--- config.mk ---
export PLATFORM = sky130hd
export DESIGN_NAME = fill_sequencer
export DESIGN_NICKNAME = d
export VERILOG_FILES = /design/src/cache_pkg.sv /design/src/fill_sequencer.sv
export VERILOG_INCLUDE_DIRS = /design/src
export SDC_FILE = /design/constraint.sdc
export NUM_CORES = 1
export LEC_CHECK = 0
export BUFFER_PORTS_ARGS = -buffer_cell sky130_fd_sc_hd__buf_2
export CAP_MARGIN = 20
export CORE_MARGIN = 4
export CORE_UTILIZATION = 38
export DETAILED_ROUTE_END_ITERATION = 10
export PLACE_DENSITY = 0.9
export SYNTH_ARGS = -nofsm -noshare
export SYNTH_HDL_FRONTEND = slang
export SYNTH_SLANG_ARGS = --single-unit
--- constraint.sdc ---
create_clock -name CLK -period 1.8 [get_ports CLK]
set_input_delay 0.36 -clock CLK [delete_from_list [all_inputs] [get_ports CLK]]
set_output_delay 0.36 -clock CLK [all_outputs]
set_load 0.02 [all_outputs]
--- src/cache_settings.svh ---
// instruction cache settings with the address, data and index widths and the memory latency.
`ifndef CACHE_SETTINGS_SVH
`define CACHE_SETTINGS_SVH

// the CPU fetches 16-bit words over a 15-bit word address.
`define ADDR_BITS 15
`define DATA_BITS 16

// 256 lines, and a page of 256 words.
`define INDEX_BITS 8

// cycles from an accepted read to its success pulse.
`define MEM_LATENCY 2

`endif

--- src/cache_pkg.sv ---
// instruction cache package with the line word and the memory bus structs.
`include "cache_settings.svh"

package cache_pkg;

	// one cache line. A set invalid bit marks an empty line.
	typedef struct packed {
		logic [`ADDR_BITS-1:0] address;
		logic                  invalid;
		logic [`DATA_BITS-1:0] instr;
	} cache_line_t;

	typedef struct packed {
		logic                  rd_req;  // held high while reads are wanted.
		logic [`ADDR_BITS-1:0] address;
	} mem_req_t;

	typedef struct packed {
		logic                  success;  // one cycle per accepted read.
		logic [`ADDR_BITS-1:0] address;
		logic [`DATA_BITS-1:0] data;
	} mem_resp_t;

	// preload port of the program store.
	typedef struct packed {
		logic                  en;
		logic [`ADDR_BITS-1:0] address;
		logic [`DATA_BITS-1:0] data;
	} load_t;

endpackage

--- src/fill_sequencer.sv ---
// cache fill sequencer that reads the missed line and then the rest of its page.
`timescale 1ns/1ps
`include "cache_settings.svh"

module fill_sequencer (
	input  logic                              CLK,
	input  logic                              RSTb,
	input  logic                              new_request,
	input  logic [`INDEX_BITS-1:0]            index,
	input  logic [`ADDR_BITS-`INDEX_BITS-1:0] page,
	input  cache_pkg::mem_resp_t              mem_resp,
	output cache_pkg::mem_req_t               mem_req
);

	// the top bit sets once the last line of the page has come back.
	logic [`INDEX_BITS:0] fill_count;
	logic                 line_back;

	always_comb begin
		mem_req.address = {page, fill_count[`INDEX_BITS-1:0]};
		mem_req.rd_req = !fill_count[`INDEX_BITS];
	end

	// reads stay in flight back to back, so a success can belong to an older address.
	// Only the return of the line being asked for moves the counter on.
	assign line_back = mem_resp.success && (mem_resp.address == mem_req.address);

	always_ff @(posedge CLK) begin
		if (!RSTb) begin
			fill_count <= '0;  // fill page zero from line zero after reset.
		end else if (new_request) begin
			fill_count <= {1'b0, index};
		end else if (line_back && !fill_count[`INDEX_BITS]) begin
			fill_count <= fill_count + 1'b1;
		end
	end

	// a refused read returns nothing.
	// The counter then holds and the same address is asked for again.

endmodule

==> results of run 1 <==
final cells by class:
class	count	area (sq um)	share of cell area, %
clock buffer	4	26.3	2.62
inverter	4	15.0	1.50
timing repair buffer	52	272	27.1
sequential	9	183	18.2
tap	27	33.8	3.37
multi-input combinational	64	474	47.3
routing by layer:
metal	GRT usage, %	vias to the layer above	share of wire, %
li1	-	399	-
met1	15.3	366	36
met2	27.2	36	53
met3	2.77	2	11
met4	5.96	0	0.37
met5	0	-	0
timing repair:
item                                   CTS  global route
resized for setup                        0             3
setup endpoints to repair                0             6
endpoints found under the hold margin    0             0
buffers inserted                         0             0
worst reg2reg max path, cell delays in order, from the launching register on:
cell     delay, ps
dfxtp_1        450
xnor2_1        160
nand4_1        160
nor4_4         290
buf_6          200
mux2i_1        180
a21oi_1         70
cells in the mapped netlist (2+ instances only):
| cell type | n |
|---|---|
| a21oi_1 | 3 |
| nor2b_1 | 2 |
| a31oi_1 | 2 |
| xnor2_1 | 16 |
| buf_4 | 15 |
| o21ai_0 | 8 |
| dfxtp_1 | 9 |
| nor3_1 | 3 |
| nand2_1 | 4 |
| and4_2 | 2 |
| and2_2 | 2 |
| inv_1 | 4 |
| a211oi_1 | 4 |
| nand4_1 | 6 |
metrics by stage:
| stage | utilization [%] | total power [uW] |
|---|---|---|
| after floorplan | - | 359 |
| after global placement | 49.0 | 407 |
| after detailed placement | 49.0 | 414 |
| after CTS | 50.3 | 579 |
| after global routing | 50.6 | 608 |
| final | 50.6 | 573 |
worst paths after layout:
check / from / to / depth (start not counted)
setup / recovery: fill_count[5] / fill_count[1] / 6
hold / removal: index[0] / fill_count[0] / 3
setup reg to reg: fill_count[5] / fill_count[1] / 6
hold reg to reg: fill_count[8] / fill_count[8] / 2
power by group:
part           internal (uW)  leakage [uW]  switching, uW
combinational           87.3      0.000362           92.5
clock                   85.5     0.0000150           76.2
sequential               213     0.0000751           18.6
kinds of logic after synthesis:
family	count (synthesis)	share of synthesized area [%]
adders and majority gates	1	1.57
AOI/OAI and AO/OA	21	17.4
buffers and inverters	21	17.9
DFF	9	22.6
and+or+nand+nor	25	21.7
muxes	1	1.26
xor gates and xnor gates	16	17.6
==> impl_metrics.json, run 1 <==
{
  "ys_ff_latch": 9,
  "final_antenna_net_count": 0,
  "cp.required_ps": 1930,
  "rrSetupSlack_ps": 160,
  "synth_cell_types": 28,
  "drive_above_1_share_pct": 49.6,
  "dp_cells": 156,
  "antenna_found_initial": 0,
  "postCtsHoldBufs": 0,
  "dpl.hpwl_mm": 1.74,
  "hold_viol": 0,
  "drv_cap": 0,
  "rsz0062_at_grt": "false",
  "tritoncts": "yes",
  "antenna_cells": 0,
  "fin_tns_setup_ps": 0,
  "grt_pass1_wl_mm": 3.04,
  "startpoint_type": "flip-flop",
  "placed_cell_area_sq_um": 971,
  "maxSlewViolCount": 0,
  "holdWs_ps": 363,
  "postSynthCellCount": 94,
  "wirelength_mm": 2.14,
  "p_leak_uw": 0.000452,
  "drtIter0Drc": 7,
  "n_fill_cell": 199,
  "gr-total-overflow": 0,
  "largest_reg_flops": 9,
  "max_stage_delay_ps": 450,
  "avgRoutedWirePerCell_um": 13.4,
  "vias": 803,
  "worst_slew_pin_slew_ps": 347,
  "regMostFlops": "fill_count",
  "clock_latency_ps": 260,
  "port_buffers": 49,
  "fin_skew_ps": 8.50,
  "clock-sinks": 9,
  "ys_seq_area_share_pct": 22.6,
  "areaGrowthSynthToFinish_pct": 25.9,
  "gp_congestion": 0.759,
  "hold_path_class": "input port to flip-flop",
  "cp.arrival_ps": 1770,
  "finalNetCount": 185,
  "timing.critical_path.slowest_stage_cell": "dfxtp_1",
  "synth_area_sq_um": 797,
  "chipWidth_um": 53.8,
  "die_h_um": 53.8,
  "cp-end-kind": "flip-flop",
  "htree_levels": 1,
  "firstDrtPassIters": 4,
  "period_minus_slack_ps": 1640,
  "clkTransAtPathRegs_ps": 70,
  "clockRootBuffer": "clkbuf_4",
  "crit_fanout": 13,
  "max_freq_mhz": 608,
  "ys_async_sr_fraction_pct": 0,
  "ys_top_cells_by_area": "dfxtp_1 (23%), xnor2_1 (18%), buf_4 (14%), o21ai_0 (5.0%), nand4_1 (4.7%)",
  "synth_top_area_share_pct": 22.6,
  "synth_edf_count": 0,
  "die_area_sq_um": 2890,
  "num_rows": 16,
  "stdcell_count": 160,
  "vdd_ir_drop_max_mv": 0.413,
  "yosysTopAreaCell": "dfxtp_1",
  "synth_fp_nets": 145,
  "fin_crit_sh_pct": 91.4,
  "setup_viol": 0,
  "power.density_nw_per_um2": 571,
  "clk_path_buf_depth": 2,
  "cp_top_family": "flip-flops",
  "final_common_cell": "buf_2",
  "initial_core_util_pct": 40.2,
  "ios": 66,
  "worstSetupPathType": "flip-flop to flip-flop",
  "synthFlopType": "dfxtp_1",
  "stdcell_area_sq_um": 1000,
  "reg_top3": "fill_count (9)",
  "cts_buffers": 3,
  "layout_common_cells": "buf_2 (49), xnor2_1 (16), o21ai_0 (8)",
  "slew_headroom_pct": 76.9,
  "grt_max_degree": 15,
  "status": "finished clean",
  "yosys_warnings": 0,
  "grt.total_usage_pct": 14.4,
  "fin_ws_ps": 155,
  "worst-path-buf-inv": 1,
  "via_per_inst": 5.02,
  "synth.avg_cell_area_sq_um": 8.48,
  "crit_chain": "xnor2_1, nand4_1, nor4_4, buf_6, mux2i_1, a21oi_1",
  "core_sq_um": 1980,
  "place_ws_ps": 25.3,
  "drcViolationCount": 0,
  "grt_pass1_vias": 750
}
No activity file was read; power rests on OpenSTA's default activity.
==> run 2, diff against run 1 <==
--- a/config.mk
+++ b/config.mk
@@ -8,6 +8,7 @@
 export LEC_CHECK = 0
 export BUFFER_PORTS_ARGS = -buffer_cell sky130_fd_sc_hd__buf_2
 export CAP_MARGIN = 20
+export CORE_ASPECT_RATIO = 0.7
 export CORE_MARGIN = 4
 export CORE_UTILIZATION = 38
 export DETAILED_ROUTE_END_ITERATION = 10
==> run 2 against run 1 <==
Effect of this change:
- utilization is 1.2 points higher
- die area is 0.41% higher
- count of clock-buffer cells in the layout stayed put
- power is 0.52% lower
- critical path depth stayed put
- highest routed layer unchanged
- cell count is 3.1% lower
- sequential cell count stayed put
- non-clock buffer count stayed put
- first-iteration DRC count is 110% higher
- register-to-register slack worse by 30 ps
- sequential share of layout area is 0.091 points lower
==> impl_metrics.json, run 2 (synthesis gave the netlist of run 1 again) <==
{
  "drv_cap": 0,
  "worst_slew_pin_slew_ps": 335,
  "gp_congestion": 0.810,
  "grt_pass1_wl_mm": 3.10,
  "die_h_um": 46.3,
  "worstSetupPathType": "flip-flop to flip-flop",
  "clock-sinks": 9,
  "grt_pass1_vias": 735,
  "grt_max_degree": 15,
  "clock_latency_ps": 270,
  "hold_path_class": "input port to flip-flop",
  "fin_tns_setup_ps": 0,
  "hold_viol": 0,
  "holdWs_ps": 364,
  "n_fill_cell": 194,
  "vias": 802,
  "core_sq_um": 1920,
  "placed_cell_area_sq_um": 965,
  "reg_top3": "fill_count (9)",
  "rrSetupSlack_ps": 120,
  "port_buffers": 49,
  "crit_fanout": 14,
  "cp-end-kind": "flip-flop",
  "initial_core_util_pct": 41.5,
  "stdcell_area_sq_um": 995,
  "setup_viol": 0,
  "cp.required_ps": 1960,
  "wirelength_mm": 2.07,
  "vdd_ir_drop_max_mv": 0.288,
  "crit_chain": "xnor2_1, nand4_1, nor4_4, buf_6, a211oi_1, a221o_1",
  "maxSlewViolCount": 0,
  "cts_buffers": 3,
  "status": "finished clean",
  "power.density_nw_per_um2": 573,
  "dpl.hpwl_mm": 1.74,
  "drive_above_1_share_pct": 48.1,
  "grt.total_usage_pct": 14.0,
  "cp.arrival_ps": 1830,
  "finalNetCount": 185,
  "firstDrtPassIters": 2,
  "tritoncts": "yes",
  "fin_crit_sh_pct": 93.2,
  "fin_skew_ps": 1.20,
  "max_stage_delay_ps": 360,
  "num_rows": 13,
  "clkTransAtPathRegs_ps": 60,
  "clockRootBuffer": "clkbuf_4",
  "chipWidth_um": 62.7,
  "max_freq_mhz": 596,
  "drcViolationCount": 0,
  "ios": 66,
  "startpoint_type": "flip-flop",
  "regMostFlops": "fill_count",
  "avgRoutedWirePerCell_um": 13.3,
  "rsz0062_at_grt": "false",
  "areaGrowthSynthToFinish_pct": 24.8,
  "drtIter0Drc": 15,
  "htree_levels": 1,
  "slew_headroom_pct": 77.6,
  "gr-total-overflow": 0,
  "via_per_inst": 5.17,
  "die_area_sq_um": 2910,
  "layout_common_cells": "buf_2 (49), xnor2_1 (16), dfxtp_1 (9)",
  "timing.critical_path.slowest_stage_cell": "dfxtp_1",
  "final_common_cell": "buf_2",
  "antenna_found_initial": 0,
  "period_minus_slack_ps": 1680,
  "antenna_cells": 0,
  "clk_path_buf_depth": 2,
  "final_antenna_net_count": 0,
  "largest_reg_flops": 9,
  "p_leak_uw": 0.000452
}
run 2: what timing repair did:
action                     CTS  global route
setup endpoints to repair    0             1
gates resized for setup      0             1
hold buffers                 0             0
buffers inserted             0             0
run 2: worst paths after layout:
path	from	endpoint	depth (start not counted)
worst max-delay path	fill_count[0]	fill_count[7]	6
worst min-delay path	index[0]	fill_count[0]	3
worst max register to register	fill_count[0]	fill_count[7]	6
worst min register to register	fill_count[8]	fill_count[8]	2
run 2: cell type report:
cell class                      count  area [sq um]  area share (%)
Tap cell                           22          27.5            2.77
Clock buffer                        4          26.3            2.64
Timing Repair Buffer               52           272            27.3
Sequential cell                     9           180            18.1
Multi-Input combinational cell     64           474            47.7
Inverter                            4          15.0            1.51
run 2: stage by stage:
| stage | instances | power, uW | setup slack (ps) | utilization (%) |
|---|---|---|---|---|
| after global routing | 155 | 601 | 12.7 | 51.8 |
| final | 155 | 570 | 123 | 51.8 |
| after floorplan | 94 | 359 | 246 | - |
| after CTS | 155 | 573 | 98.3 | 51.6 |
| after detailed placement | 151 | 413 | 19.4 | 50.3 |
| after global placement | 151 | 406 | 64.3 | 50.3 |
run 2: critical path, delay by kind of cell (launching register included):
family	cells	cell delay [ps]
xor gates and xnor gates	1	250
buffers and inverters	1	190
DFF	1	360
AOI/OAI and AO/OA	2	330
and+or+nand+nor	2	420
run 2: layer usage:
metal / wire (um) / vias to the layer above / global-route usage (%)
li1: - / 402 / -
met1: 821 / 371 / 14.5
met2: 1070 / 27 / 26.7
met3: 169 / 2 / 7.07
met4: 9 / 0 / 2.63
met5: 0 / - / 0
run 2: power breakdown:
part | switching [uW] | internal (uW)
Clock | 75.0 | 85.7
Sequential | 17.0 | 212
Combinational | 92.8 | 87.3
